## src/hdl/cpu_pkg.sv

```systemverilog
`default_nettype none

package cpu_pkg;

	localparam int DATA_WIDTH = 32;
	localparam int REG_ADDR_WIDTH = 5;
	localparam int IMEM_DEPTH = 256;
	localparam int IMEM_ADDR_WIDTH = 8;
	localparam int QUEUE_DEPTH = 4;

	// Primary opcodes
	localparam logic [5:0] OP_RTYPE = 6'b000000;
	localparam logic [5:0] OP_ADDIU = 6'b001001;
	localparam logic [5:0] OP_SLTI = 6'b001010;
	localparam logic [5:0] OP_ORI = 6'b001101;
	localparam logic [5:0] OP_XORI = 6'b001110;
	localparam logic [5:0] OP_LUI = 6'b001111;

	// R-type function field
	localparam logic [5:0] FN_ADD = 6'b100000;
	localparam logic [5:0] FN_ADDU = 6'b100001;
	localparam logic [5:0] FN_SUB = 6'b100010;
	localparam logic [5:0] FN_SUBU = 6'b100011;
	localparam logic [5:0] FN_AND = 6'b100100;
	localparam logic [5:0] FN_OR = 6'b100101;
	localparam logic [5:0] FN_XOR = 6'b100110;
	localparam logic [5:0] FN_NOR = 6'b100111;
	localparam logic [5:0] FN_SLT = 6'b101010;
	localparam logic [5:0] FN_SLTU = 6'b101011;
	localparam logic [5:0] FN_SLL = 6'b000000;
	localparam logic [5:0] FN_SRL = 6'b000010;
	localparam logic [5:0] FN_SRA = 6'b000011;

	typedef logic [DATA_WIDTH-1:0] word_t;
	typedef logic [31:0] pc_t;	// Byte address
	typedef logic [REG_ADDR_WIDTH-1:0] reg_addr_t;
	typedef logic [IMEM_ADDR_WIDTH-1:0] imem_addr_t;	// Word index

	typedef enum logic [3:0] {
		ALU_ADD,
		ALU_SUB,
		ALU_AND,
		ALU_OR,
		ALU_XOR,
		ALU_NOR,
		ALU_SLT,
		ALU_SLTU,
		ALU_SLL,
		ALU_SRL,
		ALU_SRA,
		ALU_LUI
	} alu_op_t;

endpackage

`default_nettype wire

```

## src/hdl/insn_link_if.sv

```systemverilog
`default_nettype none

// Four-phase req/ack link for one fetched instruction
interface insn_link_if;
	import cpu_pkg::*;

	logic req;
	logic ack;
	pc_t pc;
	word_t insn;
	logic last;	// Final word of the program

	modport sender (
		output req, pc, insn, last,
		input ack
	);

	modport receiver (
		input req, pc, insn, last,
		output ack
	);

endinterface

`default_nettype wire

```

## src/hdl/fetch_unit.sv

```systemverilog
`default_nettype none

module fetch_unit (
	input logic clock,
	input logic reset,
	input logic start,
	input cpu_pkg::imem_addr_t prog_length,
	output cpu_pkg::imem_addr_t read_addr,
	input cpu_pkg::word_t read_data,
	insn_link_if.sender link
);
	import cpu_pkg::*;

	typedef enum logic [1:0] {
		IDLE,
		READ,
		OFFER,
		RELEASE
	} state_t;

	state_t state;
	pc_t pc;
	imem_addr_t length;
	imem_addr_t word_index;
	logic req;
	word_t insn;

	assign word_index = pc[IMEM_ADDR_WIDTH+1:2];
	assign read_addr = word_index;

	assign link.req = req;
	assign link.pc = pc;
	assign link.insn = insn;
	assign link.last = (word_index == length - 1'b1);

	always_ff @(posedge clock) begin
		if (reset) begin
			state <= IDLE;
			pc <= '0;
			length <= '0;
			req <= 1'b0;
		end else begin
			case (state)
				IDLE: begin
					if (start) begin
						pc <= '0;
						length <= prog_length;
						state <= READ;
					end
				end
				READ: state <= OFFER;	// Memory has the address this cycle
				OFFER: begin
					if (!req) begin
						req <= 1'b1;
					end else if (link.ack) begin
						req <= 1'b0;
						state <= RELEASE;
					end
				end
				RELEASE: begin
					// Transfer ends on the fall of ack
					if (!link.ack) begin
						if (link.last) begin
							state <= IDLE;
						end else begin
							pc <= pc + 32'd4;
							state <= READ;
						end
					end
				end
				default: state <= IDLE;
			endcase
		end
	end

	always_ff @(posedge clock) begin
		if (state == OFFER && !req) begin
			insn <= read_data;
		end
	end

endmodule

`default_nettype wire

```

## src/flat_wrapper.sv

```systemverilog
// flat-port wrapper written by rule: the top's interface ports become plain ports
module fetch_unit_flat import cpu_pkg::*;
  (clock, reset, start, prog_length, read_addr, read_data, link_req, link_pc, link_insn, link_last, link_ack);
  insn_link_if link_i ();
  input logic clock;
  input logic reset;
  input logic start;
  input cpu_pkg::imem_addr_t prog_length;
  output cpu_pkg::imem_addr_t read_addr;
  input cpu_pkg::word_t read_data;
  output wire logic [$bits(link_i.req)-1:0] link_req;
  output wire logic [$bits(link_i.pc)-1:0] link_pc;
  output wire logic [$bits(link_i.insn)-1:0] link_insn;
  output wire logic [$bits(link_i.last)-1:0] link_last;
  input wire logic [$bits(link_i.ack)-1:0] link_ack;
  assign link_req = link_i.req;
  assign link_pc = link_i.pc;
  assign link_insn = link_i.insn;
  assign link_last = link_i.last;
  assign link_i.ack = link_ack;
  fetch_unit u_core (.clock(clock), .reset(reset), .start(start), .prog_length(prog_length), .read_addr(read_addr), .read_data(read_data), .link(link_i));
endmodule
```

## config.mk

```make
export PLATFORM = sky130hd
export DESIGN_NAME = fetch_unit_flat
export DESIGN_NICKNAME = d
export VERILOG_FILES = /design/src/hdl/cpu_pkg.sv /design/src/hdl/insn_link_if.sv /design/src/hdl/fetch_unit.sv /design/src/flat_wrapper.sv
export SDC_FILE = /design/constraint.sdc
export NUM_CORES = 1
export LEC_CHECK = 0
export ABC_CLOCK_PERIOD_IN_PS = 3200
export BUFFER_PORTS_ARGS = -buffer_cell sky130_fd_sc_hd__buf_2
export CAP_MARGIN = 20
export CORE_MARGIN = 1.5
export CORE_UTILIZATION = 51
export DETAILED_ROUTE_END_ITERATION = 7
export GPL_ROUTABILITY_DRIVEN = 0
export HOLD_SLACK_MARGIN = 0.08
export PLACE_DENSITY_LB_ADDON = 0.05
export SLEW_MARGIN = 20
export SYNTH_ARGS = -nofsm -noshare
export SYNTH_HDL_FRONTEND = slang
export SYNTH_SLANG_ARGS = --single-unit
```

## constraint.sdc

```tcl
create_clock -name clock -period 3.2 [get_ports clock]
set_clock_uncertainty 0.15 [all_clocks]
set_input_delay 0.48 -clock clock [delete_from_list [all_inputs] [get_ports clock]]
set_output_delay 0.48 -clock clock [all_outputs]
set_load 0.01 [all_outputs]
```

==> results_dict.tcl <==
set metrics [dict create \
    criticalPathCategory "flop to primary output" \
    worst_pin_slew_ns 0.6854 \
    hold_buffers 0 \
    grt_max_degree 39 \
    hold_class "primary input to flop" \
    synth-edff-count 32 \
    drive_gt1_frac 0.3242 \
    die_width_um 87.54 \
    final_cells 568 \
    grt_pass1_wl_mm 12.74 \
    cts.clk_slew.worst_paths_ns 0.09 \
    p_leak_nw 1.734 \
    n_fill_cell 601 \
    port-buffer-count 115 \
    clock_path_buffers 2 \
    cts_tree "done" \
    peakVddDrop_uv 529.7 \
    overflow 0 \
    worstHoldStart "read_data[1]" \
    worstPathArrival_ns 2.41 \
    worst_hold_slack_ns 0.1490 \
    drt-pass1-iter-count 4 \
    slew_violations 0 \
    hold_path_depth 1 \
    hpwl_mm 5.588 \
    antenna_found_initial 0 \
    final_common_cell "buf_2" \
    area_growth_pct 21.59 \
    post_cts_buffers 0 \
    synth.avg_cell_area_um2 10.07 \
    reg2reg_depth 9 \
    netlist_area_um2 3645 \
    wl_mm 8.050 \
    powerDensity_nw_per_um2 589.2 \
    status "finished clean" \
    setup_tns_ns 0 \
    wl_per_cell_um 14.17 \
    synthFlopType "dfxtp_1" \
    post-route-period-util 0.9515 \
    synth_top_area_share 0.2636 \
    core_um2 6869 \
    finalHoldViolations 0 \
    critPathLaunchType "flop" \
    fin_crit_ns 3.045 \
    drtAntennaViolNets 0 \
    ys_types 54 \
    vias 3031 \
    dr.first_iter.drc_count 139 \
    start_util 0.5306 \
    cp-end-kind "primary output" \
    htree_levels 3 \
    num_antenna_cells 0 \
    fmax_mhz 328.4 \
    netlist_top_cells_area "edfxtp_1 26%, dfxtp_1 23%, mux2i_1 7.7%" \
    first_global_vias 2736 \
    grt.total_usage 0.2124 \
    die_h_um 87.54 \
    nets 516 \
    cts_made_buffers 9 \
    synth.largest_area_cell "edfxtp_1" \
    post_drt_via_cell_ratio 5.336 \
    startpoint "u_core.length[0]" \
    yosysSeqAreaShare 0.4888 \
    r2r_start "u_core.length[0]" \
    mostFrequentLayoutCells "115 x buf_2, 53 x nand2_1, 41 x dfxtp_1" \
    cts-resized-gates 0 \
    die-area_um2 7662 \
    ys.warnings.count 0 \
    num_io_pins 118 \
    required_ns 2.57 \
    synth-seq-cells 73 \
    placed_cells 552 \
    max_cap_viol_count 0 \
    cts-root-buf "clkbuf_8" \
    postSynth.asyncResetShare 0 \
    syn_inst 362 \
    clk_latency_ns 0.35 \
    multi_input_comb_area_um2 1692 \
    max-slew-margin-rel 0.5420 \
    seq_area_um2 1782 \
    critPathMaxFanout 6 \
    rsz0062_at_grt "false" \
    clock_sinks 73 \
    setup_viol 0 \
    post-route-drc-count 0 \
    rows 30 \
]
==> stage by stage <==
| step | util | power (mW) | setup WS, ns | cell area (µm²) |
|---|---|---|---|---|
| 6_report | 0.6452 | 2.611 | 0.1553 | 4432 |
| 5_1_grt | 0.6452 | 2.768 | 0.03892 | 4432 |
| 4_1_cts | 0.6452 | 2.635 | 0.1359 | 4432 |
| 3_5_place_dp | 0.6184 | 1.966 | 0.5246 | 4248 |
| 3_3_place_gp | 0.6177 | 1.943 | 0.6166 | 4243 |
| 2_1_floorplan | - | 1.746 | 0.5623 | 3649 |
==> power breakdown <==
part,switching [mW],internal (mW)
sequential,0.0535,1.10
combinational,0.498,0.288
clock,0.375,0.294
==> layer usage <==
metal	vias to the layer above	track usage	routed length (µm)
met1	1411	0.2904	3795
met5	-	0	0
met3	11	0.03676	479
met4	0	0.08802	119
li1	1505	-	-
met2	104	0.3357	3656
==> cells by family (layout without fill, tap and decap cells) <==
logic type,Yosys count,after routing,share of synthesized area
adder cells (fa/ha/maj),5,5,0.01716
multiplexers,28,28,0.07690
AND/OR/NAND/NOR,149,149,0.2149
other,1,2,0.001029
flip-flops,73,73,0.4888
XOR/XNOR,9,9,0.02163
buffers and inverters,36,145,0.05080
AO/OA/AOI/OAI,61,61,0.1287
==> layout make-up <==
class	instances	share of cell area
clock buffers	9	0.02795
flip-flops and latches	73	0.4020
well taps	96	0.02710
multi-input cells	254	0.3817
repair buffers	122	0.1417
clock inverters	7	0.01355
inverters	7	0.005929
==> Yosys cell counts (all sizes together), types with 2 or more instances <==
library cell,n
a22oi,2
and4,4
nor4,2
nand2b,4
buf,14
nand2,53
a21boi,2
nor2,11
nand3b,2
a31oi,3
ha,5
nor2b,4
nor3,5
nand4,7
nand3,22
a21oi,34
clkbuf,15
and2,3
a211oi,2
xnor2,5
or3,26
inv,7
o21ai,5
and3,4
mux2i,28
edfxtp,32
xor2,4
dfxtp,41
==> worst max-delay path: stages, from the launching register on <==
cell and delay (ns):
dfxtp_1 0.36, inv_1 0.07, ha_1 0.22, or3b_1 0.42, nor4_2 0.26, o2111ai_4 0.19
a211oi_4 0.35, buf_2 0.19
==> sequential cells by signal, summed over array words and instances, names as in the netlist <==
register          count
u_core.state          2
u_core.length         8
u_core.link.insn     32
u_core.link.req       1
u_core.link.pc       30
==> path summary, 6_finish.rpt <==
check / to / slack [ns]
worst max-delay path: link_last / 0.16
worst min-delay path: u_core.link.insn[1] / 0.15
worst max register to register: u_core.link.pc[15] / 0.57
worst min register to register: u_core.link.pc[31] / 0.33
(Power assumes the default switching activity.)
