--- src/hdl/cpu_pkg.sv ---
`default_nettype none

package cpu_pkg;

	localparam int DATA_WIDTH = 32;
	localparam int REG_ADDR_WIDTH = 5;
	localparam int IMEM_DEPTH = 256;
	localparam int IMEM_ADDR_WIDTH = 8;
	localparam int QUEUE_DEPTH = 4;

	// Primary opcodes
	localparam logic [5:0] OP_RTYPE = 6'b000000;
	localparam logic [5:0] OP_ADDIU = 6'b001001;
	localparam logic [5:0] OP_SLTI = 6'b001010;
	localparam logic [5:0] OP_ORI = 6'b001101;
	localparam logic [5:0] OP_XORI = 6'b001110;
	localparam logic [5:0] OP_LUI = 6'b001111;

	// R-type function field
	localparam logic [5:0] FN_ADD = 6'b100000;
	localparam logic [5:0] FN_ADDU = 6'b100001;
	localparam logic [5:0] FN_SUB = 6'b100010;
	localparam logic [5:0] FN_SUBU = 6'b100011;
	localparam logic [5:0] FN_AND = 6'b100100;
	localparam logic [5:0] FN_OR = 6'b100101;
	localparam logic [5:0] FN_XOR = 6'b100110;
	localparam logic [5:0] FN_NOR = 6'b100111;
	localparam logic [5:0] FN_SLT = 6'b101010;
	localparam logic [5:0] FN_SLTU = 6'b101011;
	localparam logic [5:0] FN_SLL = 6'b000000;
	localparam logic [5:0] FN_SRL = 6'b000010;
	localparam logic [5:0] FN_SRA = 6'b000011;

	typedef logic [DATA_WIDTH-1:0] word_t;
	typedef logic [31:0] pc_t;	// Byte address
	typedef logic [REG_ADDR_WIDTH-1:0] reg_addr_t;
	typedef logic [IMEM_ADDR_WIDTH-1:0] imem_addr_t;	// Word index

	typedef enum logic [3:0] {
		ALU_ADD,
		ALU_SUB,
		ALU_AND,
		ALU_OR,
		ALU_XOR,
		ALU_NOR,
		ALU_SLT,
		ALU_SLTU,
		ALU_SLL,
		ALU_SRL,
		ALU_SRA,
		ALU_LUI
	} alu_op_t;

endpackage

`default_nettype wire

--- src/hdl/insn_link_if.sv ---
`default_nettype none

// Four-phase req/ack link for one fetched instruction
interface insn_link_if;
	import cpu_pkg::*;

	logic req;
	logic ack;
	pc_t pc;
	word_t insn;
	logic last;	// Final word of the program

	modport sender (
		output req, pc, insn, last,
		input ack
	);

	modport receiver (
		input req, pc, insn, last,
		output ack
	);

endinterface

`default_nettype wire

--- src/hdl/alu.sv ---
`default_nettype none

module alu (
	input cpu_pkg::alu_op_t op,
	input cpu_pkg::word_t a,
	input cpu_pkg::word_t b,
	input logic [4:0] shamt,
	output cpu_pkg::word_t result
);
	import cpu_pkg::*;

	always_comb begin
		case (op)
			ALU_ADD: result = a + b;	// Wraps, no overflow trap
			ALU_SUB: result = a - b;
			ALU_AND: result = a & b;
			ALU_OR: result = a | b;
			ALU_XOR: result = a ^ b;
			ALU_NOR: result = ~(a | b);
			ALU_SLT: result = word_t'($signed(a) < $signed(b));
			ALU_SLTU: result = word_t'(a < b);
			// Shifts act on the rt operand
			ALU_SLL: result = b << shamt;
			ALU_SRL: result = b >> shamt;
			ALU_SRA: result = $signed(b) >>> shamt;
			ALU_LUI: result = b << 16;
			default: result = '0;
		endcase
	end

endmodule

`default_nettype wire

--- src/hdl/execute_unit.sv ---
`default_nettype none

module execute_unit (
	input logic clock,
	input logic reset,
	insn_link_if.receiver link,
	output logic retire_valid,
	output cpu_pkg::pc_t retire_pc,
	output logic retire_we,
	output cpu_pkg::reg_addr_t retire_rd,
	output cpu_pkg::word_t retire_value,
	output logic done
);
	import cpu_pkg::*;

	word_t regs [32];

	logic [5:0] opcode;
	logic [5:0] funct;
	reg_addr_t rs;
	reg_addr_t rt;
	reg_addr_t rd;
	reg_addr_t dest;
	logic [4:0] shamt;
	logic [15:0] imm;
	word_t imm_sext;
	word_t imm_zext;
	word_t rs_data;
	word_t rt_data;
	word_t operand_b;
	word_t result;
	alu_op_t op;
	logic write_en;
	logic accept;
	logic ack;
	logic retire_last;

	assign opcode = link.insn[31:26];
	assign rs = link.insn[25:21];
	assign rt = link.insn[20:16];
	assign rd = link.insn[15:11];
	assign shamt = link.insn[10:6];
	assign funct = link.insn[5:0];
	assign imm = link.insn[15:0];
	assign imm_sext = {{16{imm[15]}}, imm};
	assign imm_zext = {16'b0, imm};

	assign rs_data = (rs == '0) ? '0 : regs[rs];
	assign rt_data = (rt == '0) ? '0 : regs[rt];

	always_comb begin
		op = ALU_ADD;
		operand_b = rt_data;
		dest = rt;
		write_en = 1'b0;
		case (opcode)
			OP_RTYPE: begin
				dest = rd;
				write_en = 1'b1;
				case (funct)
					FN_ADD, FN_ADDU: op = ALU_ADD;	// No overflow trap
					FN_SUB, FN_SUBU: op = ALU_SUB;
					FN_AND: op = ALU_AND;
					FN_OR: op = ALU_OR;
					FN_XOR: op = ALU_XOR;
					FN_NOR: op = ALU_NOR;
					FN_SLT: op = ALU_SLT;
					FN_SLTU: op = ALU_SLTU;
					FN_SLL: op = ALU_SLL;
					FN_SRL: op = ALU_SRL;
					FN_SRA: op = ALU_SRA;
					default: write_en = 1'b0;
				endcase
			end
			OP_ADDIU: begin
				operand_b = imm_sext;
				write_en = 1'b1;
			end
			OP_SLTI: begin
				op = ALU_SLT;
				operand_b = imm_sext;
				write_en = 1'b1;
			end
			OP_ORI: begin
				op = ALU_OR;
				operand_b = imm_zext;
				write_en = 1'b1;
			end
			OP_XORI: begin
				op = ALU_XOR;
				operand_b = imm_zext;
				write_en = 1'b1;
			end
			OP_LUI: begin
				op = ALU_LUI;
				operand_b = imm_zext;
				write_en = 1'b1;
			end
			default: write_en = 1'b0;	// Unsupported word retires quietly
		endcase
	end

	alu alu_inst (
		.op(op),
		.a(rs_data),
		.b(operand_b),
		.shamt(shamt),
		.result(result)
	);

	assign accept = link.req && !ack;
	assign link.ack = ack;

	always_ff @(posedge clock) begin
		if (reset) begin
			for (int i = 0; i < 32; i++) begin
				regs[i] <= '0;
			end
		end else if (accept && write_en && dest != '0) begin
			regs[dest] <= result;
		end
	end

	always_ff @(posedge clock) begin
		if (reset) begin
			ack <= 1'b0;
			retire_valid <= 1'b0;
			retire_we <= 1'b0;
			retire_last <= 1'b0;
			done <= 1'b0;
		end else begin
			retire_valid <= accept;
			retire_we <= accept && write_en && (dest != '0);
			if (accept) begin
				ack <= 1'b1;
				retire_last <= link.last;
			end else if (ack && !link.req) begin
				ack <= 1'b0;
			end
			// First word of the next program clears done
			if (accept) begin
				done <= 1'b0;
			end else if (retire_valid && retire_last) begin
				done <= 1'b1;
			end
		end
	end

	always_ff @(posedge clock) begin
		if (accept) begin
			retire_pc <= link.pc;
			retire_rd <= dest;
			retire_value <= result;
		end
	end

endmodule

`default_nettype wire

--- src/flat_wrapper.sv ---
// flat-port wrapper written by rule: the top's interface ports become plain ports
module execute_unit_flat import cpu_pkg::*;
  (clock, reset, retire_valid, retire_pc, retire_we, retire_rd, retire_value, done, link_req, link_pc, link_insn, link_last, link_ack);
  insn_link_if link_i ();
  input logic clock;
  input logic reset;
  output logic retire_valid;
  output cpu_pkg::pc_t retire_pc;
  output logic retire_we;
  output cpu_pkg::reg_addr_t retire_rd;
  output cpu_pkg::word_t retire_value;
  output logic done;
  input wire logic [$bits(link_i.req)-1:0] link_req;
  input wire logic [$bits(link_i.pc)-1:0] link_pc;
  input wire logic [$bits(link_i.insn)-1:0] link_insn;
  input wire logic [$bits(link_i.last)-1:0] link_last;
  output wire logic [$bits(link_i.ack)-1:0] link_ack;
  assign link_i.req = link_req;
  assign link_i.pc = link_pc;
  assign link_i.insn = link_insn;
  assign link_i.last = link_last;
  assign link_ack = link_i.ack;
  execute_unit u_core (.clock(clock), .reset(reset), .link(link_i), .retire_valid(retire_valid), .retire_pc(retire_pc), .retire_we(retire_we), .retire_rd(retire_rd), .retire_value(retire_value), .done(done));
endmodule
--- config.mk ---
export PLATFORM = sky130hd
export DESIGN_NAME = execute_unit_flat
export DESIGN_NICKNAME = d
export VERILOG_FILES = /design/src/hdl/cpu_pkg.sv /design/src/hdl/insn_link_if.sv /design/src/hdl/alu.sv /design/src/hdl/execute_unit.sv /design/src/flat_wrapper.sv
export SDC_FILE = /design/constraint.sdc
export NUM_CORES = 2
export LEC_CHECK = 0
export BUFFER_PORTS_ARGS = -buffer_cell sky130_fd_sc_hd__buf_2
export CELL_PAD_IN_SITES_DETAIL_PLACEMENT = 2
export CELL_PAD_IN_SITES_GLOBAL_PLACEMENT = 2
export CORE_ASPECT_RATIO = 1.4
export CORE_UTILIZATION = 45
export CTS_BUF_LIST = sky130_fd_sc_hd__clkbuf_8 sky130_fd_sc_hd__clkbuf_16
export DETAILED_ROUTE_END_ITERATION = 12
export PLACE_DENSITY_LB_ADDON = 0.1
export SLEW_MARGIN = 20
export SYNTH_ARGS = -nofsm -noshare
export SYNTH_HDL_FRONTEND = slang
export SYNTH_SLANG_ARGS = --single-unit
--- constraint.sdc ---
create_clock -name clock -period 9.5 [get_ports clock]
set_input_delay 0.475 -clock clock [delete_from_list [all_inputs] [get_ports clock]]
set_output_delay 0.475 -clock clock [all_outputs]
set_load 0.01 [all_outputs]
==> results.md <==
Worst setup path:
- Of all nets on the critical path, the largest fanout is 58.
- The worst setup path category is input port to flip-flop.
- Traced cell by cell, the critical path runs through buf_8 > buf_4 > mux2i_1 > a22oi_1 > nand2_1 > a2111oi_0 > a22o_1 > inv_1 > ha_1 > inv_1 > nor3_1 > a221oi_1 > o31a_1 > o31ai_1 > buf_4 > a2111oi_0 > or3_1 > a21oi_1 > a2111oi_4 > buf_4 > nor2_1.
- The maximum single-stage delay on the critical path is 1050 ps.
- The kind of cell adding the most delay to the critical path is compound AO/OA/AOI/OAI gates.
- For the worst setup path, the data arrival time is 8660 ps.
- The critical path capture point type is a flip-flop.
- The most numerous cell type found on the critical path is sky130_fd_sc_hd__buf_4.
- The startpoint kind of the worst setup timing path is an input port.
- The critical path data required time is 9970 ps.
- The sum of buffers and inverters on the critical path is 6.
- Among all stages on the critical path, the largest delay is contributed by sky130_fd_sc_hd__a2111oi_0.

Detailed routing:
- Summed over all layers, the routed wires come to 347,000 um.
- The via density per instance is 7.51.
- The detail route stage leaves a number of antenna-violating nets equal to 0.
- The detailed-router iteration count before antenna repair is 6.
- The initial DRC count is 7,951.
- The remaining design rule violation count is 0.
- The routed length per placed instance is 47.1 um.
- Summing over every cut layer, the via total after detailed routing is 55,300.

Clock network:
- Clock tree synthesis selected as its root buffer the cell sky130_fd_sc_hd__clkbuf_16.
- The CTS sink count is 1,098.
- The longest clock path from root to sink contains 3 buffers.
- The number of H-tree levels is 3.
- The number of buffers created by CTS is 108.
- TritonCTS built the clock tree.
- The post-cts resize count is 0.
- The clock slew at the register clock pins of the worst setup and hold paths is 70 ps.
- Buffers added to address setup during post-CTS repair amount to 0.
- The count of hold-fix buffers inserted at cts is 33.
- At the later pin of the worst-skew pair, clock insertion delay measures 790 ps.

Synth:
- Yosys mapped a number of flops with a built-in enable equal to 1,093.
- After synthesis the cells add up to 0.0661 sq mm.
- The leading register cell type out of synthesis is sky130_fd_sc_hd__edfxtp_1.
- The share of synthesized area occupied by flip-flops and latches is 0.498.
- The fraction of registers with async set/reset is 0.
- The post-synthesis instance total is 5,267.
- In this run, distinct cell masters in the synthesized netlist total 102.
- The synthesis warning total is 0.
- The mean area per synthesized cell is 12.5 sq um.
- Synthesis inferred 1,098 register bits.

Timing:
- Summed over all failing endpoints, the final setup total negative slack is 0 ps.
- For this run, the top clock speed supported by timing is 0.122 GHz.
- Between clock sinks in the finished design, the worst skew comes to 54.9 ps.
- At the pin with the least slew margin, the transition time is 1310 ps.
- The total of endpoints with negative setup slack in the final report is 0.
- The final hold violation count is 0.
- After layout, the minimum clock period comes to 8190 ps.
- Setup repair after global routing left no endpoint under its margin.
- The post-route clock period utilization is 0.862.
- The number of pins with negative max-slew slack in the final report is 0.
- The max-slew headroom at the worst pin is 0.125.
- The worst path setup slack after routing is 1310 ps.

Floorplan:
- The initial cell density of the core is 0.453.
- The placeable core region is 0.146 sq mm.
- The number of cell rows is 166.
- The area enclosed by the die boundary is 0.148 sq mm.
- The count of boundary I/O pins is 141.
- The die is 455 um tall.
- The width of the chip is 326 um.

Power:
- The portion of total power attributed to combinational logic is 0.280.
- The sequential fraction of design power is 0.398.
- Of the total power, the clock network draws 0.322.
- The worst-case IR drop observed on VDD is 0.000172 V.
- The leakage component of the power is 27.1 nW.
- Dividing total power by cell area gives a power density of 193 mW/mm^2.
- The cell internal power dissipation is 9.20 mW.
- The switching share of power is 0.356.
- For this design the total switching power over the nets is 5.08 mW.

Final layout:
- The total number of nets in the final design is 5,508.
- Leaving out fill and tap cells, the most frequent cell in the layout is sky130_fd_sc_hd__edfxtp_1.
- Once layout is done, the placed cells without fillers occupy 0.0740 sq mm.
- The final standard cell count with taps included and fillers excluded is 7,358.
- The layout cell share with drive strength beyond 1 is 0.245.
- The library cells used most frequently in the layout, excluding fill and tap cells, are 1,093 x sky130_fd_sc_hd__edfxtp_1, 866 x sky130_fd_sc_hd__nor2_1, 564 x sky130_fd_sc_hd__mux4_2.
- At the end of the flow the core is filled with cells to 0.506.
- The area growth from synthesis to final layout is 11.9%.

Hold path:
- The type of the most critical hold path is input port to flip-flop.

Placement:
- The worst setup slack before clock tree synthesis is 893 ps.
- The wire-length estimate of the detail-placed layout is 229,000 um.
- The total placed instance area is 0.0699 sq mm.
- Input and output buffers added on the ports amount to 140.
- The post-placement cell count is 7,122.
- The congestion estimate from routability-driven global placement came to 1.06.

Global route:
- The initial antenna violation count is 14.
- For this run, the total global-route usage over all layers was measured as 0.465.
- The overflow left after global routing is 0.
- Entering global routing, the biggest net connects 82 pins.
- The number of global-route vias before repair was 57,900.
- The first global-routing pass estimated 476,000 um of wire.

Outcome:
- The flow ran to the end, and the final reports show no timing, DRC or antenna violations.

Job:
- The max-capacitance violation count is 0.
## Yosys cell counts (17+ instances only)
library cell                instances  share of area
sky130_fd_sc_hd__edfxtp_1        1093           0.50
sky130_fd_sc_hd__nor2_1           871          0.049
sky130_fd_sc_hd__mux4_2           564           0.19
sky130_fd_sc_hd__a21oi_1          448          0.034
sky130_fd_sc_hd__clkbuf_1         325          0.018
sky130_fd_sc_hd__nand2_1          227          0.013
sky130_fd_sc_hd__mux2i_1          170          0.026
sky130_fd_sc_hd__inv_1            126         0.0072
sky130_fd_sc_hd__nor3_1           123         0.0093
sky130_fd_sc_hd__ha_1             103          0.019
sky130_fd_sc_hd__o21ai_0          101         0.0076
sky130_fd_sc_hd__buf_2             87         0.0066
sky130_fd_sc_hd__nand2b_1          76         0.0072
sky130_fd_sc_hd__a22oi_1           74         0.0084
sky130_fd_sc_hd__nand3_1           61         0.0046
sky130_fd_sc_hd__a21o_1            57         0.0065
sky130_fd_sc_hd__buf_1             46         0.0026
sky130_fd_sc_hd__a211oi_1          44         0.0050
sky130_fd_sc_hd__buf_4             43         0.0049
sky130_fd_sc_hd__o211ai_1          42         0.0048
sky130_fd_sc_hd__o22ai_1           26         0.0025
sky130_fd_sc_hd__a221oi_1          25         0.0033
sky130_fd_sc_hd__mux2_2            25         0.0043
sky130_fd_sc_hd__o31ai_1           23         0.0026
sky130_fd_sc_hd__buf_6             22         0.0037
sky130_fd_sc_hd__nor4_1            22         0.0021
sky130_fd_sc_hd__nor2b_1           21         0.0020
sky130_fd_sc_hd__a31oi_1           19         0.0018
sky130_fd_sc_hd__a221o_1           17         0.0026
sky130_fd_sc_hd__o2111ai_1         17         0.0023
sky130_fd_sc_hd__or3_1             17         0.0016
## layer usage
layer / track usage / vias up / part of all wire
li1: - / 20600 / -
met1: 0.538 / 28700 / 0.32
met2: 0.734 / 4565 / 0.46
met3: 0.0953 / 1390 / 0.10
met4: 0.409 / 10 / 0.11
met5: 0 / - / 0.00016
## flip-flops by register name (all words and copies together), names as in the netlist
| register | flops |
|---|---|
| u_core.retire_valid | 1 |
| u_core.retire_value | 32 |
| u_core.done | 1 |
| u_core.retire_rd | 5 |
| u_core.retire_last | 1 |
| u_core.retire_we | 1 |
| u_core.regs | 1024 |
| u_core.link.ack | 1 |
| u_core.retire_pc | 32 |
## per-stage QoR
step | power, mW | hold slack (ps)
6_report | 14.3 | 101
5_1_grt | 14.5 | 34.7
4_1_cts | 14.1 | 19.2
3_5_place_dp | 9.58 | 499
3_3_place_gp | 9.47 | 479
2_1_floorplan | 7.80 | 461
## final timing paths
path / start / to / slack, ps / cells after the start
worst min-delay path: reset / u_core.retire_valid / 100 / 2
worst min register to register: u_core.done / u_core.done / 560 / 2
worst max-delay path: link_insn[18] / u_core.regs[6][27] / 1310 / 21
worst max register to register: u_core.regs[31][4] / u_core.regs[30][30] / 1920 / 19
## layout make-up
type	count	area, sq um
sequential	1098	32900
timing repair buffer	450	3410
clock buffer	116	2820
tap	1932	2420
antenna	3	7.51
fill	13900	72100
clock inverter	82	841
inverter	136	510
multi-input combinational	3541	31000
## kinds of logic after synthesis
logic type	count (synthesis)	share of synthesized area
AO/OA/AOI/OAI	1118	0.114
XOR/XNOR	10	0.00133
adder cells (fa/ha/maj)	105	0.0201
buffers and inverters	659	0.0440
flip-flops	1098	0.498
multiplexers	759	0.222
other	1	0.0000567
AND/OR/NAND/NOR	1517	0.100
## power groups by stage
stage / logic, mW / registers, mW / clock network (mW)
after floorplan: 2.07 / 5.73 / 0
after global placement: 3.73 / 5.74 / 0
after detailed placement: 3.81 / 5.77 / 0
after CTS: 3.84 / 5.67 / 4.61
after global routing: 4.06 / 5.69 / 4.75
final: 4.00 / 5.68 / 4.60
Power figures use the tool's default switching activity.
