==> src/hdl/cpu_pkg.sv <==
`default_nettype none

package cpu_pkg;

	localparam int DATA_WIDTH = 32;
	localparam int REG_ADDR_WIDTH = 5;
	localparam int IMEM_DEPTH = 256;
	localparam int IMEM_ADDR_WIDTH = 8;
	localparam int QUEUE_DEPTH = 4;

	// Primary opcodes
	localparam logic [5:0] OP_RTYPE = 6'b000000;
	localparam logic [5:0] OP_ADDIU = 6'b001001;
	localparam logic [5:0] OP_SLTI = 6'b001010;
	localparam logic [5:0] OP_ORI = 6'b001101;
	localparam logic [5:0] OP_XORI = 6'b001110;
	localparam logic [5:0] OP_LUI = 6'b001111;

	// R-type function field
	localparam logic [5:0] FN_ADD = 6'b100000;
	localparam logic [5:0] FN_ADDU = 6'b100001;
	localparam logic [5:0] FN_SUB = 6'b100010;
	localparam logic [5:0] FN_SUBU = 6'b100011;
	localparam logic [5:0] FN_AND = 6'b100100;
	localparam logic [5:0] FN_OR = 6'b100101;
	localparam logic [5:0] FN_XOR = 6'b100110;
	localparam logic [5:0] FN_NOR = 6'b100111;
	localparam logic [5:0] FN_SLT = 6'b101010;
	localparam logic [5:0] FN_SLTU = 6'b101011;
	localparam logic [5:0] FN_SLL = 6'b000000;
	localparam logic [5:0] FN_SRL = 6'b000010;
	localparam logic [5:0] FN_SRA = 6'b000011;

	typedef logic [DATA_WIDTH-1:0] word_t;
	typedef logic [31:0] pc_t;	// Byte address
	typedef logic [REG_ADDR_WIDTH-1:0] reg_addr_t;
	typedef logic [IMEM_ADDR_WIDTH-1:0] imem_addr_t;	// Word index

	typedef enum logic [3:0] {
		ALU_ADD,
		ALU_SUB,
		ALU_AND,
		ALU_OR,
		ALU_XOR,
		ALU_NOR,
		ALU_SLT,
		ALU_SLTU,
		ALU_SLL,
		ALU_SRL,
		ALU_SRA,
		ALU_LUI
	} alu_op_t;

endpackage

`default_nettype wire

==> src/hdl/insn_link_if.sv <==
`default_nettype none

// Four-phase req/ack link for one fetched instruction
interface insn_link_if;
	import cpu_pkg::*;

	logic req;
	logic ack;
	pc_t pc;
	word_t insn;
	logic last;	// Final word of the program

	modport sender (
		output req, pc, insn, last,
		input ack
	);

	modport receiver (
		input req, pc, insn, last,
		output ack
	);

endinterface

`default_nettype wire

==> src/hdl/insn_queue.sv <==
`default_nettype none

module insn_queue (
	input logic clock,
	input logic reset,
	insn_link_if.receiver in_link,
	insn_link_if.sender out_link
);
	import cpu_pkg::*;

	typedef logic [$clog2(QUEUE_DEPTH)-1:0] ptr_t;

	pc_t pc_q [QUEUE_DEPTH];
	word_t insn_q [QUEUE_DEPTH];
	logic last_q [QUEUE_DEPTH];

	ptr_t wr_ptr;
	ptr_t rd_ptr;
	logic [$clog2(QUEUE_DEPTH+1)-1:0] count;
	logic in_ack;
	logic out_req;
	logic push;
	logic pop;

	function automatic ptr_t next_ptr(input ptr_t ptr);
		return (ptr == ptr_t'(QUEUE_DEPTH - 1)) ? '0 : ptr + 1'b1;
	endfunction

	// No ack while full, so the fetch unit holds req
	assign push = in_link.req && !in_ack && (count != QUEUE_DEPTH);
	assign pop = out_req && out_link.ack;	// Head leaves on the rise of ack

	assign in_link.ack = in_ack;
	assign out_link.req = out_req;
	assign out_link.pc = pc_q[rd_ptr];
	assign out_link.insn = insn_q[rd_ptr];
	assign out_link.last = last_q[rd_ptr];

	always_ff @(posedge clock) begin
		if (push) begin
			pc_q[wr_ptr] <= in_link.pc;
			insn_q[wr_ptr] <= in_link.insn;
			last_q[wr_ptr] <= in_link.last;
		end
	end

	always_ff @(posedge clock) begin
		if (reset) begin
			wr_ptr <= '0;
			rd_ptr <= '0;
			count <= '0;
			in_ack <= 1'b0;
			out_req <= 1'b0;
		end else begin
			if (push) begin
				wr_ptr <= next_ptr(wr_ptr);
				in_ack <= 1'b1;
			end else if (in_ack && !in_link.req) begin
				in_ack <= 1'b0;
			end

			if (pop) begin
				rd_ptr <= next_ptr(rd_ptr);
				out_req <= 1'b0;
			end else if (!out_req && !out_link.ack && count != 0) begin
				out_req <= 1'b1;	// Previous cycle fully closed
			end

			case ({push, pop})
				2'b10: count <= count + 1'b1;
				2'b01: count <= count - 1'b1;
				default: count <= count;
			endcase
		end
	end

endmodule

`default_nettype wire

==> src/flat_wrapper.sv <==
// flat-port wrapper written by rule: the top's interface ports become plain ports
module insn_queue_flat import cpu_pkg::*;
  (clock, reset, in_link_req, in_link_pc, in_link_insn, in_link_last, in_link_ack, out_link_req, out_link_pc, out_link_insn, out_link_last, out_link_ack);
  insn_link_if in_link_i ();
  insn_link_if out_link_i ();
  input logic clock;
  input logic reset;
  input wire logic [$bits(in_link_i.req)-1:0] in_link_req;
  input wire logic [$bits(in_link_i.pc)-1:0] in_link_pc;
  input wire logic [$bits(in_link_i.insn)-1:0] in_link_insn;
  input wire logic [$bits(in_link_i.last)-1:0] in_link_last;
  output wire logic [$bits(in_link_i.ack)-1:0] in_link_ack;
  output wire logic [$bits(out_link_i.req)-1:0] out_link_req;
  output wire logic [$bits(out_link_i.pc)-1:0] out_link_pc;
  output wire logic [$bits(out_link_i.insn)-1:0] out_link_insn;
  output wire logic [$bits(out_link_i.last)-1:0] out_link_last;
  input wire logic [$bits(out_link_i.ack)-1:0] out_link_ack;
  assign in_link_i.req = in_link_req;
  assign in_link_i.pc = in_link_pc;
  assign in_link_i.insn = in_link_insn;
  assign in_link_i.last = in_link_last;
  assign in_link_ack = in_link_i.ack;
  assign out_link_req = out_link_i.req;
  assign out_link_pc = out_link_i.pc;
  assign out_link_insn = out_link_i.insn;
  assign out_link_last = out_link_i.last;
  assign out_link_i.ack = out_link_ack;
  insn_queue u_core (.clock(clock), .reset(reset), .in_link(in_link_i), .out_link(out_link_i));
endmodule
==> config.mk <==
export PLATFORM = sky130hd
export DESIGN_NAME = insn_queue_flat
export DESIGN_NICKNAME = d
export VERILOG_FILES = /design/src/hdl/cpu_pkg.sv /design/src/hdl/insn_link_if.sv /design/src/hdl/insn_queue.sv /design/src/flat_wrapper.sv
export SDC_FILE = /design/constraint.sdc
export NUM_CORES = 1
export LEC_CHECK = 0
export BUFFER_PORTS_ARGS = -buffer_cell sky130_fd_sc_hd__buf_2
export CORE_MARGIN = 2
export CORE_UTILIZATION = 45
export CTS_CLUSTER_SIZE = 8
export DETAILED_ROUTE_END_ITERATION = 12
export PLACE_DENSITY_LB_ADDON = 0.15
export SLEW_MARGIN = 10
export SYNTH_ARGS = -nofsm -noshare
export SYNTH_HDL_FRONTEND = slang
export SYNTH_SLANG_ARGS = --single-unit
==> constraint.sdc <==
create_clock -name clock -period 4.3 [get_ports clock]
set_clock_uncertainty 0.1 [all_clocks]
set_input_delay 0.215 -clock clock [delete_from_list [all_inputs] [get_ports clock]]
set_output_delay 0.215 -clock clock [all_outputs]
set_load 0.01 [all_outputs]
==> run_results.csv, run 1 <==
group,metric,value,unit
status,status,"completed",
power,p_switching,1.192,mW
clock_network,cts_root_buffer,"clkbuf_16",
floorplanning,core,21760,µm²
run,cap_violations,0,
final_layout,n_antenna_cell,0,
placement,place_hpwl,9500,µm
yosys,synthCells,399,
placement,port_buffers,135,
setup_path,crit_path_top_delay_cell,"dfxtp_4",
power,clockPowerShare,43.6,%
detailed_routing,drc,0,
power,p_int,4.917,mW
timing,min_period_over_period,63.25,%
setup_path,r2r_start,"u_core.count[2]",
floorplanning,rows,54,
setup_path,crit_cells,3,
global_route,grt_start_max_net_pins,66,
timing,finalHoldViolCount,0,
yosys,syn_avg_cell_area,24.92,µm²
floorplanning,die_area,23300,µm²
yosys,yosysWarnings,0,
yosys,ys_ff_latch,271,
global_route,grt_use_total,15.73,%
setup_path,worstSetupEndpoint,"out_link_pc[21]",
placement,place_area,10910,µm²
setup_path,critPathBufInv,2,
placement,dp.cells,801,
timing,min_period,2.720,ns
global_route,grt_overflow,0,
floorplanning,die_y,152.6,µm
power,seq_power_share,49.8,%
setup_path,ff2ff_path_depth,9,
setup_path,cp_slowest_stage_delay,0.80,ns
clock_network,clockBufferDepth,3,
yosys,synth_cell_type_count,28,
setup_path,cp-end-kind,"output port",
timing,relSlewSlack,29.72,%
min_path,hold_path_class,"in2reg",
setup_path,cp.arrival,2.40,ns
setup_path,worstReg2RegEnd,"u_core.count[2]",
power,vdd_drop_max,0.3030,mV
power,leakage,4.315,nW
yosys,syn-num-nets,475,
setup_path,rrSetupSlack,1.69,ns
timing,slew_violations,0,
detailed_routing,ant_nets,0,
placement,routabilityCongestion,0.6691,
final_layout,layout_commonest_cell,"edfxtp_1",
power,power,6.109,mW
setup_path,required,3.98,ns
floorplanning,fp.dieW,152.6,µm
clock_network,cts_htree_levels,2,
clock_network,clk_latency,0.49,ns
timing,rsz0062_at_grt,"false",
setup_path,crit_chain,"buf_12 > mux4_2 > buf_2",
min_path,hold_path_depth,2,
global_route,grt_pass1_vias,5291,
timing,tightestPinTransition,1.054,ns
setup_path,worstSetupPathType,"reg2out",
setup_path,critical_path.max_fanout,34,
clock_network,ctsResizeCount,0,
detailed_routing,drt_iter0_markers,290,
detailed_routing,viasPerCell,5.132,
detailed_routing,routedWlPerCell,19.37,µm
setup_path,start_kind,"register",
min_path,min_from,"in_link_insn[26]",
power,powerDensity,481.3,nW/µm²
clock_network,cts.sinks,271,
floorplanning,start_util,45.70,%
detailed_routing,wl,17960,µm
yosys,synth_seq_area_share,80.73,%
clock_network,clkSlewWorstSetupHoldPaths,0.05,ns
global_route,grt_pass1_wl,28460,µm
final_layout,final_cells,927,
timing,setup_viol,0,
final_layout,post-route-cell-area,12690,µm²
detailed_routing,via_count,4757,
final_layout,final_cell_mix,"edfxtp_1, buf_2, dlygate4sd3_1",
timing,whs,0.3696,ns
global_route,antenna_found_initial,0,
final_layout,nFillCells,1637,
power,swShare,19.52,%
timing,fmax,367.7,MHz
placement,pre_cts_slack,1.706,ns
final_layout,drive_gt1_share,39.26,%
clock_network,numCtsBuffers,39,
detailed_routing,dr.pass1.iters,4,
final_layout,area_growth,27.66,%
power,pwr-share-comb,6.6,%
final_layout,fin_util,58.34,%
setup_path,cp_top_family,"flip-flops",
floorplanning,ios,136,
timing,tns,0,ns
clock_network,tritoncts,"yes",
final_layout,fin_nets,708,
timing,fin_ws,1.580,ns
yosys,synth_area,9943,µm²
[worst min path at each step]
stage	slack, ns	endpoint
after floorplan	0.19	u_core.out_link.req
after global placement	0.33	u_core.insn_q[3][11]
after detailed placement	0.33	u_core.out_link.req
after CTS	0.35	u_core.pc_q[2][25]
after global routing	0.37	u_core.insn_q[1][31]
final	0.37	u_core.insn_q[3][26]
[synthesized netlist by cell type, drive strengths merged]
cell type,count,area (µm²)
edfxtp,260,7807
mux4,65,1464
a21o,1,7.510
buf,14,113.9
xor2,2,17.52
nand3,3,15.01
nor4,1,6.260
nor3b,1,7.510
clkbuf,2,7.510
dfxtp,11,220.2
mux2i,1,10.01
or3b,1,8.760
fa,1,20.02
a21oi,4,23.77
o21ai,1,5.000
and3,4,25.02
nand2,2,7.510
o31ai,1,21.27
nor3,2,10.01
inv,7,26.27
ha,6,75.07
and2,1,8.760
nor2b,1,6.260
or3,1,6.260
nor2,6,22.52
[routing by layer]
layer | wire length [µm] | GRT usage (%) | share of wire (%) | vias to the layer above
met1 | 7971 | 21.18 | 44 | 2468
met4 | 282 | 4.850 | 1.6 | 0
li1 | - | - | - | 2152
met3 | 788 | 3.271 | 4.4 | 27
met2 | 8919 | 26.16 | 50 | 110
met5 | 0 | 0 | 0 | -
[worst reg2reg max path, delay by kind of cell (launching register included)]
kind	cells	cell delay [ns]
adders and majority gates	2	0.59
buffers and inverters	2	0.11
AOI/OAI and AO/OA	1	0.19
and+or+nand+nor	3	1.03
xor gates and xnor gates	1	0.16
DFF	1	0.36
[sequential cells by signal, summed over array words and instances, names as in the netlist, named ones only]
| signal | count |
|---|---|
| u_core.in_link.ack | 1 |
| u_core.count | 3 |
| u_core.rd_ptr | 2 |
| u_core.insn_q | 128 |
| u_core.pc_q | 128 |
| u_core.out_link.req | 1 |
| u_core.last_q | 4 |
| u_core.wr_ptr | 2 |
[cell type report]
| class | count | area, µm² | area share [%] |
|---|---|---|---|
| sequential | 271 | 8035 | 63.30 |
| multi-input combinational | 105 | 1788 | 14.09 |
| timing repair buffer | 208 | 1411 | 11.12 |
| clock buffer | 56 | 1082 | 8.526 |
| tap | 280 | 350.3 | 2.760 |
| inverter | 7 | 26.28 | 0.2070 |
[logic make-up after synthesis]
group	synth area share [%]
adders and majority gates	0.9563
and+or+nand+nor	1.246
muxes	14.82
xor gates and xnor gates	0.1762
buffers and inverters	1.485
DFF	80.73
AOI/OAI and AO/OA	0.5788
[power by group through the flow]
stage | registers (mW) | logic (mW) | clock network, mW
final | 3.04 | 0.400 | 2.67
after global routing | 3.05 | 0.437 | 2.86
after CTS | 3.04 | 0.412 | 2.75
after detailed placement | 3.09 | 0.359 | 0
after global placement | 3.09 | 0.351 | 0
after floorplan | 3.08 | 0.212 | 0
[timing repair]
| action | 4_1_cts | 5_1_grt |
|---|---|---|
| hold buffers | 70 | 0 |
| hold endpoints to repair | 271 | 0 |
| buffers inserted | 0 | 0 |
Power figures use the tool's default switching activity.
==> run 2, diff against run 1 <==
==> constraint.sdc (replaced) <==
create_clock -name clock -period 2.8 [get_ports clock]
set_clock_uncertainty 0.1 [all_clocks]
set_input_delay 0.14 -clock clock [delete_from_list [all_inputs] [get_ports clock]]
set_output_delay 0.14 -clock clock [all_outputs]
set_load 0.01 [all_outputs]
==> run 2 against run 1 <==
Against the previous run:
- worst hold slack worse by 0.071 ns
- die area unchanged
- critical path type is now reg2reg
- sequential share of layout area fell by 0.63 points
- critical path depth up 6
- largest cell class unchanged
- count of clock-buffer cells in the layout fell by 2
- highest routed layer unchanged
==> run_results.csv, run 2 (synthesized netlist as in run 1, its figures left out) <==
group,metric,value,unit
detailed_routing,via_count,4807,
global_route,grt_pass1_wl,28860,µm
detailed_routing,drt_iter0_markers,257,
clock_network,tritoncts,"yes",
global_route,grt_use_total,16.11,%
power,leakage,4.373,nW
run,cap_violations,0,
final_layout,layout_commonest_cell,"edfxtp_1",
final_layout,final_cell_mix,"edfxtp_1, buf_2, dlygate4sd3_1",
power,powerDensity,733.4,nW/µm²
clock_network,clkSlewWorstSetupHoldPaths,0.05,ns
final_layout,fin_nets,716,
timing,slew_violations,0,
timing,rsz0062_at_grt,"false",
global_route,antenna_found_initial,0,
clock_network,clockBufferDepth,3,
timing,finalHoldViolCount,0,
clock_network,cts_hold_buffers,70,
floorplanning,fp.dieW,152.6,µm
clock_network,numCtsBuffers,39,
placement,routabilityCongestion,0.7440,
detailed_routing,routedWlPerCell,19.70,µm
clock_network,ctsResizeCount,0,
placement,port_buffers,135,
placement,place_hpwl,10560,µm
setup_path,rrSetupSlack,0.22,ns
clock_network,cts.sinks,271,
timing,tightestPinTransition,0.5289,ns
final_layout,area_growth,28.94,%
status,status,"completed",
clock_network,clk_latency,0.49,ns
detailed_routing,wl,18380,µm
setup_path,critical_path.max_fanout,9,
final_layout,reg_top3,"u_core.insn_q (128), u_core.pc_q (128), u_core.last_q (4)",
setup_path,required,3.12,ns
timing,min_period_over_period,92.27,%
final_layout,nFillCells,1620,
timing,fmax,387.0,MHz
power,vdd_drop_max,0.4897,mV
floorplanning,ios,136,
clock_network,cts_htree_levels,2,
clock_network,post-cts-setup-buffers,0,
setup_path,start_kind,"register",
global_route,grt_pass1_vias,5290,
floorplanning,die_area,23300,µm²
floorplanning,core,21760,µm²
placement,pre_cts_slack,0.2266,ns
detailed_routing,ant_nets,0,
setup_path,cp-end-kind,"register",
clock_network,cts_root_buffer,"clkbuf_16",
floorplanning,die_y,152.6,µm
floorplanning,rows,54,
final_layout,n_antenna_cell,0,
setup_path,worstSetupPathType,"reg2reg",
timing,fin_ws,0.2163,ns
global_route,grt_start_max_net_pins,44,
timing,setup_viol,0,
global_route,grt_overflow,0,
timing,min_period,2.584,ns
detailed_routing,drc,0,
detailed_routing,dr.pass1.iters,4,
final_layout,drive_gt1_share,40.12,%
detailed_routing,viasPerCell,5.152,
timing,tns,0,ns
min_path,hold_path_class,"in2reg",
floorplanning,start_util,45.70,%
setup_path,cp.arrival,2.90,ns
timing,relSlewSlack,64.67,%
run 2: changes by cell type in the layout (fill, tap and decap cells not counted), sizes merged:
cell    delta
clkbuf     -2
buf        +8
run 2: routing by layer:
layer / share of wire [%] / wire, µm / GRT usage (%) / up-vias
met5: 0 / 0 / 0 / -
met4: 2.1 / 389 / 4.894 / 0
met2: 51 / 9429 / 27.48 / 130
met3: 5.2 / 957 / 4.096 / 34
li1: - / - / - / 2172
met1: 41 / 7600 / 20.54 / 2471
run 2: metrics by stage:
step           instances  power, mW  area, µm²  util (%)  hold WS [ns]
6_report             933      9.402      12820     58.93        0.2987
5_1_grt              933      9.751      12820     58.93        0.2834
4_1_cts              933      9.528      12820     58.93        0.2767
3_5_place_dp         809      5.316      11050     50.77        0.2570
3_3_place_gp         809      5.295      11050     50.77        0.2496
2_1_floorplan        399      5.051       9943         -        0.1193
run 2: area by class of cell:
cell class / count / area, µm² / area share, %
inverters: 7 / 26.28 / 0.2049
multi-input cells: 105 / 1788 / 13.95
flip-flops and latches: 271 / 8035 / 62.67
clock buffers: 54 / 1075 / 8.383
repair buffers: 216 / 1546 / 12.06
well taps: 280 / 350.3 / 2.733
run 2: final timing paths:
check | startpoint | endpoint | depth (start not counted)
setup / recovery | u_core.count[2] | u_core.count[2] | 9
hold / removal | in_link_insn[21] | u_core.insn_q[2][21] | 2
setup reg to reg | u_core.count[2] | u_core.count[2] | 9
hold reg to reg | u_core.rd_ptr[1] | register | 2
run 2: critical path, cell delays in order, from the launching register on:
cell and delay [ns]:
dfxtp_1 0.37, or3b_1 0.51, and2_4 0.21, inv_2 0.04, ha_1 0.17, inv_1 0.07, fa_1 0.43, xor2_1 0.16
or3_1 0.30, a21oi_1 0.15
run 2: power breakdown:
group	switching [mW]	internal (mW)	leakage (nW)	total, mW
clock network	1.49	2.61	0.521	4.10
logic	0.324	0.326	1.39	0.650
registers	0.0383	4.62	2.47	4.65
